## src/common/boot_ram_params.svh

```systemverilog
// size defines for the boot RAM capacity and its line and port widths
`ifndef BOOT_RAM_PARAMS_SVH
`define BOOT_RAM_PARAMS_SVH

// capacity in bytes as a power of two
`define BOOT_RAM_SIZE_LOG2 16

// storage line width in bits
`define BOOT_RAM_LINE_WIDTH 128

// access port width in bits
`define BOOT_RAM_PORT_WIDTH 64

`endif
```

## src/common/boot_ram_pkg.sv

```systemverilog
// package boot_ram_pkg with the line organization types of the storage
`include "boot_ram_params.svh"

package boot_ram_pkg;

   ////////////////////////////////////////
   // line geometry

   localparam int LINE_DATA_W = `BOOT_RAM_LINE_WIDTH;
   localparam int LINE_STRB_W = LINE_DATA_W / 8;
   localparam int LANES       = LINE_DATA_W / `BOOT_RAM_PORT_WIDTH;   // port words per line
   localparam int LANE_IDX_W  = $clog2(LANES);
   localparam int LINE_IDX_W  = `BOOT_RAM_SIZE_LOG2 - $clog2(LINE_STRB_W);
   localparam int NUM_LINES   = 2 ** LINE_IDX_W;

   typedef logic [LINE_IDX_W-1:0]  line_idx_t;
   typedef logic [LANE_IDX_W-1:0]  lane_idx_t;
   typedef logic [LINE_DATA_W-1:0] line_data_t;
   typedef logic [LINE_STRB_W-1:0] line_strb_t;

   // request already aligned to the full line
   typedef struct packed {
      logic       en;
      line_idx_t  line;
      lane_idx_t  lane;
      line_strb_t strb;
      line_data_t wdata;
   } line_req_t;

   // lane travels along so the last stage can pick the word
   typedef struct packed {
      logic       valid;
      lane_idx_t  lane;
      line_data_t rdata;
   } line_rsp_t;

endpackage

```

## src/common/mmio_pkg.sv

```systemverilog
// package mmio_pkg with the access port request and response types
`include "boot_ram_params.svh"

package mmio_pkg;

   ////////////////////////////////////////
   // port geometry

   localparam int MMIO_ADDR_W   = `BOOT_RAM_SIZE_LOG2;   // byte address
   localparam int MMIO_DATA_W   = `BOOT_RAM_PORT_WIDTH;
   localparam int MMIO_STRB_W   = MMIO_DATA_W / 8;       // one bit per byte
   localparam int MMIO_OFFSET_W = $clog2(MMIO_STRB_W);   // byte offset inside a word

   typedef logic [MMIO_ADDR_W-1:0] mmio_addr_t;
   typedef logic [MMIO_DATA_W-1:0] mmio_data_t;
   typedef logic [MMIO_STRB_W-1:0] mmio_strb_t;

   ////////////////////////////////////////
   // request and response

   // strb of zero means a read
   typedef struct packed {
      logic       en;
      mmio_strb_t strb;
      mmio_addr_t addr;
      mmio_data_t wdata;
   } mmio_req_t;

   typedef struct packed {
      logic       valid;
      mmio_data_t rdata;
   } mmio_rsp_t;

endpackage

```

## src/boot_ram/boot_ram_lane_select.sv

```systemverilog
// module boot_ram_lane_select for picking the port word out of the read line
`timescale 1ns/1ps

module boot_ram_lane_select
   import mmio_pkg::*, boot_ram_pkg::*;
(
   input  logic      i_etx_clk,
   input  logic      i_reset,
   input  line_rsp_t i_line_rsp,
   output mmio_rsp_t o_rsp
);

   mmio_data_t lane_data;   // addressed word of the line

   logic       valid_q;
   mmio_data_t rdata_q;

   ////////////////////////////////////////
   // lane select

   // shift down by one port width per lane step
   assign lane_data = mmio_data_t'(i_line_rsp.rdata >> (MMIO_DATA_W * i_line_rsp.lane));

   ////////////////////////////////////////
   // stage 3 register

   always_ff @(posedge i_etx_clk) begin
      if (i_reset) begin
         valid_q <= 1'b0;
      end else begin
         valid_q <= i_line_rsp.valid;
      end
   end

   always_ff @(posedge i_etx_clk) begin
      if (i_line_rsp.valid) begin
         rdata_q <= lane_data;
      end
   end

   assign o_rsp.valid = valid_q;
   assign o_rsp.rdata = rdata_q;   // held between responses

endmodule

```

## config.mk

```make
export PLATFORM = sky130hd
export DESIGN_NAME = boot_ram_lane_select
export DESIGN_NICKNAME = d
export VERILOG_FILES = /design/src/common/boot_ram_pkg.sv /design/src/common/mmio_pkg.sv /design/src/boot_ram/boot_ram_lane_select.sv
export VERILOG_INCLUDE_DIRS = /design/src /design/src/common
export SDC_FILE = /design/constraint.sdc
export NUM_CORES = 1
export LEC_CHECK = 0
export BUFFER_PORTS_ARGS = -buffer_cell sky130_fd_sc_hd__buf_2
export CAP_MARGIN = 5
export CORE_ASPECT_RATIO = 1.75
export CORE_MARGIN = 2
export CORE_UTILIZATION = 42
export DETAILED_ROUTE_END_ITERATION = 10
export GPL_TIMING_DRIVEN = 0
export HOLD_SLACK_MARGIN = 0.06
export PLACE_DENSITY = 0.87
export SETUP_SLACK_MARGIN = 0.02
export SKIP_LAST_GASP = 1
export SLEW_MARGIN = 20
export SYNTH_ARGS = -nofsm -noshare
export SYNTH_HDL_FRONTEND = slang
export SYNTH_SLANG_ARGS = --single-unit
```

## constraint.sdc

```tcl
create_clock -name i_etx_clk -period 1.2 [get_ports i_etx_clk]
set_input_delay 0.12 -clock i_etx_clk [delete_from_list [all_inputs] [get_ports i_etx_clk]]
set_output_delay 0.12 -clock i_etx_clk [all_outputs]
set_load 0.03 [all_outputs]
```

==> flow_summary.json, run 1 <==
{
  "status": "complete, no violations",
  "fin_ws_ns": 0.186,
  "grt_max_degree": 66,
  "hold_viol": 0,
  "ant_nets": 0,
  "synthTopCellsByCount": "64 x edfxtp_1, 60 x mux2_4, 6 x buf_12",
  "syn_nets": 270,
  "vias": 2034,
  "synth_largest_area_cell": "edfxtp_1",
  "port_buffers": 195,
  "slew_headroom": 0.455,
  "drive_gt1_frac": 0.806,
  "async_flop_share": 0,
  "crit_arrival_ns": 0.89,
  "cp.required_ns": 1.08,
  "dieHeight_um": 116,
  "gp_congestion": 0.722,
  "power.density_mw_per_mm2": 1470,
  "setup_viol": 0,
  "wl_met3_um": 523,
  "die_area_mm2": 0.00794,
  "end_kind": "output port",
  "yosysUniqueCellTypes": 8,
  "grt_pass1_wl_mm": 9.25,
  "htree_levels": 3,
  "drt_wl_total_mm": 6.55,
  "synth_top_area_frac": 0.634,
  "vias_per_cell": 4.67,
  "crit_path_start": "valid_q$_SDFF_PP0_",
  "grt_pass1_vias": 2013,
  "synth_most_common_cell": "edfxtp_1",
  "drt-initial-drc-count": 84,
  "fin_nets": 477,
  "layout_min_cycle_time_ns": 1.01,
  "max_clock_freq_mhz": 986,
  "cts_buffers": 9,
  "ys.flop_type": "edfxtp_1",
  "fin_cells": 436,
  "synth-seq-cells": 65,
  "yosysWarnings": 0,
  "wire_per_inst_um": 15.0,
  "path_max_fanout": 1,
  "design_area_mm2": 0.00441,
  "die_w_um": 68.2,
  "m1WireLength_mm": 2.24,
  "syn_to_final_growth_pct": 45.5,
  "cts_tree": "done",
  "path_cells": "buf_4 > buf_2",
  "cts.sinks": 65,
  "cpMaxStageDelayCell": "dfxtp_1",
  "avgSynthCellArea_um2": 22.0,
  "power_leakage_uw": 0.00213,
  "synth_seq_area_share": 0.640,
  "core_mm2": 0.00708,
  "place_ws_ns": 0.0410,
  "cts_setup_buffers": 0,
  "cts.clk_slew.worst_paths_ns": 0.05,
  "root_buffer": "clkbuf_16",
  "first_pass_iters": 4,
  "rows": 41,
  "slew_viol_final": 0,
  "overflow": 0,
  "dr.max_layer_used": "met4",
  "antenna_found_initial": 0,
  "drv_cap": 0,
  "hold_class": "input port to flip-flop",
  "vdd_ir_drop_max_uv": 832,
  "worstMarginPinSlew_ns": 0.817,
  "rsz0062_at_grt": "false",
  "gr-usage-all-layers": 0.165,
  "route.detailed.drc": 0,
  "dp.cells": 419,
  "setup_tns_ns": 0,
  "fillers": 544,
  "cts_buffer_depth": 2,
  "whs_ns": 0.0932,
  "diodes": 0,
  "start_util": 0.428,
  "wl_met2_mm": 3.59,
  "synth_edf_count": 64,
  "io_pins": 197,
  "path_class": "flip-flop to output port",
  "period_share": 0.845,
  "start_kind": "flip-flop",
  "synthTopCellsByArea": "edfxtp_1 63%, mux2_4 30%, buf_12 4.0%, mux2_2 1.5%, dfxtp_1 0.66%",
  "dp_hpwl_mm": 5.11,
  "place_area_mm2": 0.00412,
  "max_stage_delay_ns": 0.29,
  "syn_inst": 138,
  "syn_area_mm2": 0.00303,
  "worstHoldStart": "i_line_rsp[90]"
}
[repair_timing]
action / in CTS / in global routing
setup endpoints to repair: 0 / 0
gates resized for setup: 0 / 0
hold buffers: 1 / 0
hold endpoints to repair: 1 / 0
[metal layers]
metal,track usage,vias to the layer above
met5,0,-
met4,0.104,0
met3,0.0453,18
met2,0.291,122
met1,0.165,941
li1,-,953
[flip-flops by register name, indices dropped and copies added, names as in the netlist]
register and flops:
rdata_q 64, valid_q 1
[report_power, final]
part	internal (uW)	total (uW)	switching, uW
registers	2740	2790	43.9
logic	570	1280	708
clock network	1550	2420	868
[layout by cell type (no fill, tap or decap)]
master,Yosys,final
dlygate4sd3_1,0,1
dfxtp_1,1,1
clkbuf_16,0,9
buf_6,1,1
mux2_4,60,60
edfxtp_1,64,64
buf_4,1,2
clkbuf_1,0,1
clkbuf_8,0,3
clkinv_2,0,3
mux2_2,4,4
nor2b_1,1,1
buf_2,0,194
buf_12,6,6
[per-stage QoR]
stage                     power [uW]   util
final                           6490  0.624
after detailed placement        4120  0.582
after floorplan                 3640      -
after CTS                       6570  0.624
after global routing            6730  0.624
after global placement          4090  0.581
[critical path, delay by kind of cell (launching register included)]
family	cells	cell delay [ns]
buffers and inverters	2	0.28
DFF	1	0.29
[cell families (layout without fill, tap and decap cells)]
| family | after synthesis | in the layout | share of synthesized area |
|---|---|---|---|
| flip-flops | 65 | 65 | 0.640 |
| buffers and inverters | 8 | 220 | 0.0458 |
| multiplexers | 64 | 64 | 0.312 |
| AND/OR/NAND/NOR | 1 | 1 | 0.00206 |
[cell type report]
type | count | area (um2) | share of cell area
Buffer | 8 | 139 | 0.0315
Tap cell | 86 | 108 | 0.0244
Clock buffer | 13 | 270 | 0.0612
Multi-Input combinational cell | 65 | 952 | 0.216
Sequential cell | 65 | 1940 | 0.440
Timing Repair Buffer | 196 | 988 | 0.224
Clock inverter | 3 | 15.0 | 0.00340
[final timing paths]
path,depth (start not counted),slack [ns],end
max,2,0.19,o_rsp[64]
min,2,0.09,rdata_q[26]$_DFFE_PP_
Note: power is estimated with default switching activity, not from simulation.
==> run 2, diff against run 1 <==
CORE_UTILIZATION = 38   (was 42)
PLACE_DENSITY = 0.83   (was 0.87)
clock period = 0.9 ns   (was 1.2 ns; I/O delays follow)
==> flow_summary.json, run 2 (synthesis results as in run 1) <==
{
  "end_kind": "output port",
  "gp_congestion": 0.689,
  "grt_pass1_vias": 2089,
  "dieHeight_um": 122,
  "port_buffers": 195,
  "p_int_uw": 7150,
  "slew_headroom": 0.462,
  "path_class": "flip-flop to output port",
  "cts.clk_slew.worst_paths_ns": 0.05,
  "vdd_ir_drop_max_uv": 1160,
  "hold_viol": 0,
  "wl_met2_mm": 3.83,
  "m1WireLength_mm": 2.31,
  "path_max_fanout": 1,
  "period_share": 1.11,
  "io_pins": 197,
  "slew_viol_final": 0,
  "rows": 43,
  "cp.required_ns": 0.81,
  "route.detailed.drc": 0,
  "largest_reg_flops": 64,
  "comb_power_share": 0.213,
  "wl_met3_um": 617,
  "max_clock_freq_mhz": 998,
  "final_common_cell": "buf_2",
  "fin_util": 0.619,
  "whs_ns": 0.0645,
  "layout_min_cycle_time_ns": 1.00,
  "vias_per_cell": 4.61,
  "cts_buffers": 9,
  "final_cell_mix": "129 x buf_2, 65 x buf_6, 64 x edfxtp_1, 60 x mux2_4, 9 x clkbuf_16",
  "worstMarginPinSlew_ns": 0.807,
  "drive_gt1_frac": 0.808,
  "crit_buf_inv": 1,
  "setup_viol": 64,
  "wire_per_inst_um": 15.7,
  "top_regs": "rdata_q: 64 flops, valid_q: 1 flops",
  "dr.max_layer_used": "met4",
  "cts_buffer_depth": 2,
  "max_flop_register": "rdata_q",
  "place_ws_ns": -0.233,
  "critical-path-top-delay-family": "flip-flops",
  "cts_tree": "done",
  "drv_cap": 0,
  "first_pass_iters": 4,
  "root_buffer": "clkbuf_16",
  "rsz0062_at_grt": "true",
  "postCtsHoldBufs": 1,
  "gr-usage-all-layers": 0.157,
  "syn_to_final_growth_pct": 60.4,
  "ant_nets": 0,
  "violations": "negative setup slack",
  "overflow": 0,
  "cpMaxStageDelayCell": "edfxtp_1",
  "dp_hpwl_mm": 5.11,
  "power_uw": 9450,
  "die_area_mm2": 0.00874,
  "seq_power_share": 0.401,
  "path_cells": "buf_6",
  "status": "finished, violations left",
  "p_sw_uw": 2300,
  "htree_levels": 3,
  "max_stage_delay_ns": 0.42,
  "fin_nets": 476,
  "clockPowerShare": 0.386,
  "drt_wl_total_mm": 6.90,
  "hold_class": "input port to flip-flop",
  "grt_pass1_wl_mm": 10.2,
  "power_leakage_uw": 0.00227,
  "cts.sinks": 65,
  "core_mm2": 0.00786,
  "antenna_found_initial": 1,
  "power.density_mw_per_mm2": 1940,
  "start_util": 0.386,
  "p_sw_frac": 0.243,
  "die_w_um": 71.5,
  "vias": 2027,
  "fin_ws_ns": -0.102,
  "drt-initial-drc-count": 61,
  "crit_arrival_ns": 0.91,
  "grt_max_degree": 66,
  "start_kind": "flip-flop"
}
## run 2: layout make-up
class	instances	area [um2]
tap	90	113
clock inverter	7	93.8
sequential	65	1940
clock buffer	9	225
timing repair buffer	196	1400
antenna	1	2.50
fill	559	2990
buffer	7	140
multi-input combinational	65	952
## run 2: metrics by stage
step                      setup TNS (ns)  instance area (um2)  std cells
after floorplan                   -0.418                 3040        138
after global routing               -4.79                 4860        439
after global placement            -42.48                 4130        423
final                              -2.73                 4860        440
after detailed placement          -18.18                 4130        423
after CTS                          -3.80                 4870        440
## run 2: worst paths after layout
| check | startpoint | depth (start not counted) | endpoint |
|---|---|---|---|
| max | rdata_q[40]$_DFFE_PP_ | 1 | o_rsp[40] |
| min | i_line_rsp[109] | 2 | rdata_q[45]$_DFFE_PP_ |
## run 2: routing by layer
layer  vias up  track usage
li1        953            -
met1       945        0.159
met2       118        0.281
met3        11       0.0546
met4         0       0.0767
met5         -            0
## run 2: timing repair
action	4_1_cts	5_1_grt
setup buffers	0	0
cloned	0	0
gates resized for setup	130	1
setup endpoints to repair	65	65
hold endpoints to repair	33	12
## run 2: power groups by stage
stage	sequential, uW	clock (uW)	combinational [uW]
after floorplan	4350	0	500
after global placement	3770	0	1690
after detailed placement	3780	0	1720
after CTS	3790	3740	2030
after global routing	3810	3860	2110
final	3790	3650	2020
