<file path="config.mk">
export PLATFORM = sky130hd
export DESIGN_NAME = boot_ram_lane_align
export DESIGN_NICKNAME = d
export VERILOG_FILES = /design/src/common/boot_ram_pkg.sv /design/src/common/mmio_pkg.sv /design/src/boot_ram/boot_ram_lane_align.sv
export VERILOG_INCLUDE_DIRS = /design/src /design/src/common
export SDC_FILE = /design/constraint.sdc
export NUM_CORES = 1
export LEC_CHECK = 0
export BUFFER_PORTS_ARGS = -buffer_cell sky130_fd_sc_hd__buf_4
export CAP_MARGIN = 20
export CORE_AREA = 2 2 96 98
export DETAILED_ROUTE_END_ITERATION = 8
export DIE_AREA = 0 0 98 100
export HOLD_SLACK_MARGIN = 0.03
export PLACE_DENSITY = 0.79
export SLEW_MARGIN = 20
export SYNTH_ARGS = -nofsm -noshare
export SYNTH_HDL_FRONTEND = slang
export SYNTH_SLANG_ARGS = --single-unit
</file>
<file path="constraint.sdc">
create_clock -name i_etx_clk -period 1.2 [get_ports i_etx_clk]
set_input_delay 0.06 -clock i_etx_clk [delete_from_list [all_inputs] [get_ports i_etx_clk]]
set_output_delay 0.06 -clock i_etx_clk [all_outputs]
set_load 0.01 [all_outputs]
</file>
<file path="src/common/boot_ram_params.svh">
// size defines for the boot RAM capacity and its line and port widths
`ifndef BOOT_RAM_PARAMS_SVH
`define BOOT_RAM_PARAMS_SVH

// capacity in bytes as a power of two
`define BOOT_RAM_SIZE_LOG2 16

// storage line width in bits
`define BOOT_RAM_LINE_WIDTH 128

// access port width in bits
`define BOOT_RAM_PORT_WIDTH 64

`endif
</file>
<file path="src/common/boot_ram_pkg.sv">
// package boot_ram_pkg with the line organization types of the storage
`include "boot_ram_params.svh"

package boot_ram_pkg;

   ////////////////////////////////////////
   // line geometry

   localparam int LINE_DATA_W = `BOOT_RAM_LINE_WIDTH;
   localparam int LINE_STRB_W = LINE_DATA_W / 8;
   localparam int LANES       = LINE_DATA_W / `BOOT_RAM_PORT_WIDTH;   // port words per line
   localparam int LANE_IDX_W  = $clog2(LANES);
   localparam int LINE_IDX_W  = `BOOT_RAM_SIZE_LOG2 - $clog2(LINE_STRB_W);
   localparam int NUM_LINES   = 2 ** LINE_IDX_W;

   typedef logic [LINE_IDX_W-1:0]  line_idx_t;
   typedef logic [LANE_IDX_W-1:0]  lane_idx_t;
   typedef logic [LINE_DATA_W-1:0] line_data_t;
   typedef logic [LINE_STRB_W-1:0] line_strb_t;

   // request already aligned to the full line
   typedef struct packed {
      logic       en;
      line_idx_t  line;
      lane_idx_t  lane;
      line_strb_t strb;
      line_data_t wdata;
   } line_req_t;

   // lane travels along so the last stage can pick the word
   typedef struct packed {
      logic       valid;
      lane_idx_t  lane;
      line_data_t rdata;
   } line_rsp_t;

endpackage

</file>
<file path="src/common/mmio_pkg.sv">
// package mmio_pkg with the access port request and response types
`include "boot_ram_params.svh"

package mmio_pkg;

   ////////////////////////////////////////
   // port geometry

   localparam int MMIO_ADDR_W   = `BOOT_RAM_SIZE_LOG2;   // byte address
   localparam int MMIO_DATA_W   = `BOOT_RAM_PORT_WIDTH;
   localparam int MMIO_STRB_W   = MMIO_DATA_W / 8;       // one bit per byte
   localparam int MMIO_OFFSET_W = $clog2(MMIO_STRB_W);   // byte offset inside a word

   typedef logic [MMIO_ADDR_W-1:0] mmio_addr_t;
   typedef logic [MMIO_DATA_W-1:0] mmio_data_t;
   typedef logic [MMIO_STRB_W-1:0] mmio_strb_t;

   ////////////////////////////////////////
   // request and response

   // strb of zero means a read
   typedef struct packed {
      logic       en;
      mmio_strb_t strb;
      mmio_addr_t addr;
      mmio_data_t wdata;
   } mmio_req_t;

   typedef struct packed {
      logic       valid;
      mmio_data_t rdata;
   } mmio_rsp_t;

endpackage

</file>
<file path="src/boot_ram/boot_ram_lane_align.sv">
// module boot_ram_lane_align for address decode and line alignment of a port request
`timescale 1ns/1ps

module boot_ram_lane_align
   import mmio_pkg::*, boot_ram_pkg::*;
(
   input  logic      i_etx_clk,
   input  logic      i_reset,
   input  mmio_req_t i_req,
   output line_req_t o_line_req
);

   ////////////////////////////////////////
   // decode

   line_idx_t  line_d;
   lane_idx_t  lane_d;
   line_strb_t strb_d;
   line_data_t wdata_d;

   // stage registers
   logic       en_q;
   line_idx_t  line_q;
   lane_idx_t  lane_q;
   line_strb_t strb_q;
   line_data_t wdata_q;

   // low offset bits dropped here
   assign lane_d = i_req.addr[MMIO_OFFSET_W +: LANE_IDX_W];
   assign line_d = i_req.addr[MMIO_OFFSET_W + LANE_IDX_W +: LINE_IDX_W];

   // byte mask moved into the addressed half of the line
   assign strb_d = line_strb_t'(i_req.strb) << (MMIO_STRB_W * lane_d);

   // same word in every lane, the mask picks the right one
   assign wdata_d = {LANES{i_req.wdata}};

   ////////////////////////////////////////
   // stage 1 register

   always_ff @(posedge i_etx_clk) begin
      if (i_reset) begin
         en_q <= 1'b0;
      end else begin
         en_q <= i_req.en;
      end
   end

   always_ff @(posedge i_etx_clk) begin
      if (i_req.en) begin   // payload only moves with an access
         line_q  <= line_d;
         lane_q  <= lane_d;
         strb_q  <= strb_d;
         wdata_q <= wdata_d;
      end
   end

   assign o_line_req.en    = en_q;
   assign o_line_req.line  = line_q;
   assign o_line_req.lane  = lane_q;
   assign o_line_req.strb  = strb_q;
   assign o_line_req.wdata = wdata_q;

endmodule

</file>
==> results of run 1 <==
-- state kept, by name (all words and copies together), names as in the netlist --
name and flops:
lane_q 1, wdata_q 64, line_q 12, en_q 1, strb_q 16
-- cell usage in the layout (no fill, tap or decap) --
cell type / instances
and2b_1: 6
buf_12: 2
clkinvlp_4: 4
dlygate4sd3_1: 87
clkbuf_1: 1
and2_1: 8
clkinv_1: 1
clkbuf_8: 9
clkinv_2: 1
nor2b_1: 3
edfxtp_1: 93
buf_4: 245
dfxtp_1: 1
-- worst paths after layout --
| path | endpoint | slack [ns] | cells after the start |
|---|---|---|---|
| worst max-delay path | o_line_req[65] | 0.20 | 1 |
| worst min-delay path | wdata_q[85] | 0.43 | 2 |
-- synth_stat cells --
cell type	instances
and2b_1	6
and2_1	8
nor2b_1	3
dfxtp_1	1
buf_6	1
buf_4	66
edfxtp_1	93
-- power groups by stage --
| stage | Sequential, W | Combinational, W | Clock [W] |
|---|---|---|---|
| global route | 0.00406 | 0.00150 | 0.00199 |
| finish | 0.00403 | 0.00143 | 0.00179 |
| global placement | 0.00409 | 0.00117 | 0 |
| detailed placement | 0.00410 | 0.00119 | 0 |
| floorplan | 0.00421 | 0.000357 | 0 |
| CTS | 0.00403 | 0.00143 | 0.00186 |
-- what timing repair did --
action                                 4_1_cts  5_1_grt
setup endpoints to repair                    0        0
gates resized for setup                      0        0
endpoints found under the hold margin       95        0
hold buffers                                87        0
-- metrics by stage --
stage / cell area [sq um] / std cells / total power [W] / util
floorplan: 3430 / 178 / 0.00457 / -
global placement: 4940 / 469 / 0.00526 / 0.556
detailed placement: 4940 / 469 / 0.00529 / 0.556
CTS: 5980 / 572 / 0.00732 / 0.673
global route: 5980 / 572 / 0.00755 / 0.673
finish: 5980 / 572 / 0.00725 / 0.673
-- layout make-up --
cell class	instances	share of cell area
clock buffers	10	0.0213
clock inverters	6	0.00648
multi-input cells	17	0.0190
flip-flops and latches	94	0.470
well taps	111	0.0232
repair buffers	334	0.460
-- metal layers --
layer | vias to the layer above | wire [um] | GRT usage
met3 | 12 | 804 | 0.0655
met2 | 124 | 5180 | 0.327
met4 | 0 | 135 | 0.0556
met1 | 1155 | 3080 | 0.176
met5 | - | 0 | 0
li1 | 1119 | - | -
-- cells by family (layout without fill, tap and decap cells) --
| group | after synthesis | in the layout | synth area share |
|---|---|---|---|
| flops | 94 | 94 | 0.819 |
| buf+inv | 67 | 350 | 0.148 |
| simple gates | 17 | 17 | 0.0332 |
==> flow_summary.toml, run 1 <==
[worst_setup_path]
cp.buffers_inverters = 1
cp_slowest_cell = "edfxtp_1"
crit_required_ns = 1.14
crit_type = "flop to primary output"
startpoint = "wdata_q[65]"
arrival_ns = 0.94
cp-start-kind = "flop"
critPathMaxStageDelay_ns = 0.43
path_cells = "buf_4"
cpLargestDelayFamily = "flip-flops"
crit_fanout = 2
endpoint_kind = "primary output"

[clock_tree]
cts_buffers = 9
htreeDepth = 3
cts_sinks = 94
clkSlewWorstSetupHoldPaths_ns = 0.09
cts_root_buf = "clkbuf_8"
cts_tree = "yes"
cts_buffer_depth = 2
postCtsSetupBuffers = 0

[timing]
tns_ns = 0
min_period_ns = 1.00
worst_pin_slew_ns = 0.250
hold_ws_ns = 0.434
layout_setup_ws_ns = 0.195
setup_viol = 0
fmax_mhz = 995
rsz0062_at_grt = "no"
max_slew_margin = 0.833
slew_viol_final = 0
min_period_over_period = 0.837
hold_viol_final = 0

[die]
start_util = 0.386
io_pins = 249
die_y_um = 100
die-area_sq_um = 9800
coreArea_sq_um = 8890
rows = 35
die_x_um = 98

[pwr]
seqPwrFrac = 0.555
p_int_w = 0.00551
clockPowerShare = 0.247
p_leak_nw = 2.61
irDropWorstVdd_mv = 0.861
p_sw_w = 0.00174
pwr-share-comb = 0.197
switching_share = 0.240
power.density_nw_per_um2 = 1210

[layout]
final-seq-area_sq_um = 2810
n_antenna_cell = 0
area_growth_pct = 74.2
nFillCells = 584
drive_above_1_share = 0.566
num-nets-final = 547
multi_input_area_sq_um = 114

[synthesis]
netlist_area_sq_um = 3430
synth_top_area_share = 0.813
seq_area_frac_synth = 0.819
synth_seq_cells = 94
avgSynthCellArea_sq_um = 19.3
synthTopCellsByArea = "edfxtp_1 (81%), buf_4 (14%), and2_1 (1.5%)"
syn-instance-count = 178
yosysTopAreaCell = "edfxtp_1"
ys_types = 7
yosys_warnings = 0
syn_nets = 269

[route]
via_per_inst = 4.21
first_pass_iters = 4
drt_iter0_markers = 55
via_count = 2410
drc = 0
avgRoutedWirePerCell_um = 16.1
ant_nets = 0
routed_wl_um = 9200

[global_routing]
grt_overflow = 0
grtUsageTotal = 0.173
grt_max_degree = 48
antenna_found_initial = 0
grt_pass1_vias = 2507
grt_pass1_wl_um = 12900

[placement]
place_ws_ns = 0.415
dp_hpwl_um = 6090
gp_congestion = 0.708
port_buffers = 245

[hold_path]
hold_path.class = "input port to flop"
worstHoldStart = "i_req[21]"

[outcome]
outcome = "completed"

[run]
drv_cap = 0
(Power assumes the default switching activity.)
==> run 2: changes to the inputs <==
==> constraint.sdc (replaced) <==
create_clock -name i_etx_clk -period 0.97 [get_ports i_etx_clk]
set_input_delay 0.0485 -clock i_etx_clk [delete_from_list [all_inputs] [get_ports i_etx_clk]]
set_output_delay 0.0485 -clock i_etx_clk [all_outputs]
set_load 0.01 [all_outputs]
==> run 2 against run 1 <==
- via count grew 2.9%
- largest cell class is now buffers
- first-iteration DRC count grew 9.1%
- the run now ends with negative setup slack left
- design area grew 9.2%
- worst hold slack lost 0.23 ns
- die area is the same
- utilization grew 6.2 points
- clock power grew 68%
- critical path depth is the same
- total power grew 40%
- non-clock buffer count shrank 1
- clock-buffer cell count grew 2
- sequential power grew 26%
==> flow_summary.toml, run 2 (synthesized netlist as in run 1, its figures left out) <==
[timing]
rsz0062_at_grt = "yes"
slew_viol_final = 0
worst_pin_slew_ns = 0.265
min_period_ns = 1.02
min_period_over_period = 1.06
tns_ns = -1.85
max_slew_margin = 0.823
layout_setup_ws_ns = -0.0538
setup_viol = 103
fmax_mhz = 977
hold_viol_final = 0
hold_ws_ns = 0.207

[worst_setup_path]
critPathMaxStageDelay_ns = 0.47
crit_fanout = 2
worst-path-stages = 1
path_cells = "buf_6"
crit_type = "flop to primary output"
cp.buffers_inverters = 1
endpoint_kind = "primary output"
crit_required_ns = 0.92
cp_slowest_cell = "edfxtp_1"
cpLargestDelayFamily = "flip-flops"
arrival_ns = 0.98
cp-start-kind = "flop"

[global_routing]
grt_overflow = 0
grt_pass1_wl_um = 14000
grt_pass1_vias = 2574
grt_max_degree = 49
antenna_found_initial = 0
grtUsageTotal = 0.191

[placement]
port_buffers = 245
dp_hpwl_um = 6010
gp_congestion = 0.736

[clock_tree]
cts_buffers = 9
clkSlewWorstSetupHoldPaths_ns = 0.09
cts_buffer_depth = 2
cts_sinks = 94
htreeDepth = 3
cts_tree = "yes"
cts_root_buf = "clkbuf_8"
postCtsSetupBuffers = 0

[die]
die-area_sq_um = 9800
start_util = 0.386
coreArea_sq_um = 8890
die_x_um = 98
die_y_um = 100
io_pins = 249
rows = 35

[layout]
mostFrequentLayoutCells = "buf_6 (131), buf_4 (114), edfxtp_1 (93), dlygate4sd3_1 (86), clkbuf_8 (9)"
drive_above_1_share = 0.565
num-nets-final = 546
layout_commonest_cell = "buf_6"
area_growth_pct = 90.2
largest_reg_flops = 64
n_antenna_cell = 0
top_regs = "wdata_q (64), strb_q (16), line_q (12)"
regMostFlops = "wdata_q"

[route]
ant_nets = 0
avgRoutedWirePerCell_um = 18.2
first_pass_iters = 4
drt_iter0_markers = 60
via_per_inst = 4.34
drc = 0
routed_wl_um = 10400
via_count = 2480

[outcome]
outcome = "finished, violations left"
violations = "negative setup slack"

[pwr]
power.density_nw_per_um2 = 1550
irDropWorstVdd_mv = 0.980
p_leak_nw = 2.81

[hold_path]
hold_path.class = "input port to flop"
whs_endpoint = "strb_q[1]"
worstHoldPathCells = 2
worstHoldStart = "i_req[88]"

[run]
drv_cap = 0
## run 2: changes by cell type in the layout (fill, tap and decap cells not counted), moves of 2 or more
cell,change
clkbuf_1,+2
bufinv_16,+3
clkinvlp_4,-3
buf_4,-131
buf_6,+131
## run 2: worst max path at each step
stage	startpoint	to	slack, ns
2_1_floorplan	wdata_q[100]	o_line_req[100]	0.34
3_3_place_gp	i_req[88]	wdata_q[125]	0.22
3_5_place_dp	i_req[88]	wdata_q[70]	0.21
4_1_cts	wdata_q[75]	o_line_req[75]	-0.05
5_1_grt	wdata_q[126]	o_line_req[126]	-0.09
6_report	wdata_q[102]	o_line_req[38]	-0.05
## run 2: stage by stage
| step | power (W) | worst slack [ns] | utilization | cells | cell area [sq um] |
|---|---|---|---|---|---|
| after floorplan | 0.00565 | 0.344 | - | 178 | 3430 |
| after global placement | 0.00651 | 0.216 | 0.556 | 469 | 4940 |
| after detailed placement | 0.00655 | 0.207 | 0.556 | 469 | 4940 |
| after CTS | 0.00998 | -0.0486 | 0.710 | 571 | 6310 |
| after global routing | 0.0105 | -0.0888 | 0.735 | 571 | 6530 |
| final | 0.0101 | -0.0538 | 0.735 | 571 | 6530 |
## run 2: metal layers
| metal | vias up | part of all wire | track usage |
|---|---|---|---|
| li1 | 1118 | - | - |
| met1 | 1204 | 0.33 | 0.193 |
| met2 | 140 | 0.57 | 0.357 |
| met3 | 18 | 0.080 | 0.0669 |
| met4 | 0 | 0.019 | 0.0791 |
| met5 | - | 0 | 0 |
## run 2: report_power, final
part           internal [W]  leakage, nW  switching (W)
Combinational       0.00132         1.78       0.000715
Sequential          0.00483        0.916       0.000250
Clock               0.00172        0.111        0.00130
Total               0.00787         2.81        0.00226
## run 2: what timing repair did
| item | 4_1_cts | 5_1_grt |
|---|---|---|
| gates resized for setup | 72 | 59 |
| endpoints found under the hold margin | 94 | 0 |
| setup endpoints to repair | 96 | 138 |
| hold buffers | 86 | 0 |
## run 2: layout make-up
type                       instances  area (sq um)
clock buffer                      12           135
timing repair buffer             333          3230
multi-input combinational         17           114
sequential                        94          2810
fill                             540          2360
tap                              111           139
clock inverter                     4          97.6
==> run 3: changes to the inputs <==
--- a/config.mk
+++ b/config.mk
@@ -11,8 +11,8 @@
 export CORE_AREA = 2 2 96 98
 export DETAILED_ROUTE_END_ITERATION = 8
 export DIE_AREA = 0 0 98 100
-export HOLD_SLACK_MARGIN = 0.03
-export PLACE_DENSITY = 0.79
+export HOLD_SLACK_MARGIN = 0.02
+export PLACE_DENSITY = 0.77
 export SLEW_MARGIN = 20
 export SYNTH_ARGS = -nofsm -noshare
 export SYNTH_HDL_FRONTEND = slang
==> constraint.sdc (replaced) <==
create_clock -name i_etx_clk -period 0.97 [get_ports i_etx_clk]
set_input_delay 0 -clock i_etx_clk [delete_from_list [all_inputs] [get_ports i_etx_clk]]
set_output_delay 0 -clock i_etx_clk [all_outputs]
set_load 0.01 [all_outputs]
==> run 3 against run 2 <==
- the run now ends clean
- clock power is 26% lower
- via count is 1.9% lower
- critical path depth stayed put
- first-iteration DRC count is 35% lower
- wire length is 8.7% lower
- non-clock buffer count stayed put
- clock-buffer cell count is 2 lower
- combinational power is 9% lower
- sequential share of layout area is 2.8 points higher
- largest power group unchanged
==> flow_summary.toml, run 3 (synthesized netlist as in run 1, its figures left out) <==
[die]
start_util = 0.386
die-area_sq_um = 9800
die_y_um = 100
io_pins = 249
die_x_um = 98
coreArea_sq_um = 8890
rows = 35

[clock_tree]
htreeDepth = 3
cts_sinks = 94
cts_buffers = 9
cts_buffer_depth = 2
postCtsSetupBuffers = 0
cts_root_buf = "clkbuf_8"
cts_tree = "yes"
clkSlewWorstSetupHoldPaths_ns = 0.10

[global_routing]
grt_pass1_wl_um = 13200
grt_pass1_vias = 2488
grtUsageTotal = 0.175
grt_overflow = 0
grt_max_degree = 53
antenna_found_initial = 1

[layout]
largest_reg_flops = 64
area_growth_pct = 78.5
mostFrequentLayoutCells = "buf_4 (204), edfxtp_1 (93), dlygate4sd3_1 (86), buf_6 (41), clkbuf_8 (9)"
num-nets-final = 546
fin_util = 0.689
regMostFlops = "wdata_q"
drive_above_1_share = 0.565
top_regs = "wdata_q (64), strb_q (16), line_q (12)"
layout_commonest_cell = "buf_4"
fin_cells = 572

[run]
drv_cap = 0

[placement]
port_buffers = 245
gp_congestion = 0.785
dp_cells = 469
dp_hpwl_um = 5860

[timing]
worst_pin_slew_ns = 0.282
setup_viol = 0
hold_viol_final = 0
rsz0062_at_grt = "yes"
hold_ws_ns = 0.165
fmax_mhz = 1040
min_period_ns = 0.959
max_slew_margin = 0.812
slew_viol_final = 0
min_period_over_period = 0.988

[worst_setup_path]
crit_type = "flop to primary output"
startpoint = "wdata_q[106]"
crit_fanout = 2
cp.buffers_inverters = 1
endpoint_kind = "primary output"
cp-start-kind = "flop"
critPathMaxStageDelay_ns = 0.45
arrival_ns = 0.96
crit_required_ns = 0.97
path_cells = "buf_6"
crit_end = "o_line_req[106]"
cp_slowest_cell = "edfxtp_1"
cpLargestDelayFamily = "flip-flops"
worst-path-stages = 1

[route]
ant_nets = 0
first_pass_iters = 4
via_count = 2433
avgRoutedWirePerCell_um = 16.6
routed_wl_um = 9470
drt_iter0_markers = 39
via_per_inst = 4.25
drc = 0

[pwr]
p_leak_nw = 2.66
irDropWorstVdd_mv = 0.857
power.density_nw_per_um2 = 1490

[hold_path]
hold_path.class = "input port to flop"

[outcome]
outcome = "completed"
run 3: cell count changes in the layout (fill, tap and decap cells not counted), moves of 2 or more:
cell / previous run / this run
clkinvlp_4: 1 / 3
clkinv_1: 0 / 2
buf_6: 131 / 41
clkbuf_1: 3 / 1
buf_4: 114 / 204
bufinv_16: 3 / 0
run 3: what timing repair did:
item                       CTS  global route
setup endpoints to repair    0            52
hold endpoints to repair    94             0
hold buffers                86             0
gates resized for setup      0            41
run 3: worst min-delay path by stage:
stage	startpoint	endpoint	slack, ns	cells after the start
global placement	i_reset	en_q	0.16	2
CTS	i_req[88]	wdata_q[79]	0.15	2
global route	i_req[88]	line_q[1]	0.15	2
finish	i_req[88]	strb_q[5]	0.17	2
detailed placement	i_reset	en_q	0.16	2
floorplan	i_reset	en_q	0.07	1
run 3: cell type report:
cell class,count,area (sq um)
fill,586,2760
multi-input combinational,17,114
timing repair buffer,333,2890
antenna,1,2.50
tap,111,139
sequential,94,2810
clock buffer,10,128
clock inverter,6,38.8
run 3: stage by stage:
stage	setup TNS (ns)	total power, W	area (sq um)	worst slack, ns
floorplan	0	0.00565	3430	0.392
global placement	0	0.00650	4940	0.243
detailed placement	0	0.00654	4940	0.225
CTS	0	0.00904	5970	0.00542
global route	-1.02	0.00949	6130	-0.0406
finish	0	0.00910	6130	0.0113
run 3: where the power goes:
part,internal [W],switching [W]
clock,0.000920,0.00132
combinational,0.00115,0.000700
sequential,0.00482,0.000187
run 3: metal layers:
metal / vias to the layer above / GRT usage / part of all wire
met4: 0 / 0.0438 / 0.019
met5: - / 0 / 0
met3: 16 / 0.0717 / 0.078
met1: 1163 / 0.190 / 0.34
li1: 1125 / - / -
met2: 129 / 0.320 / 0.56
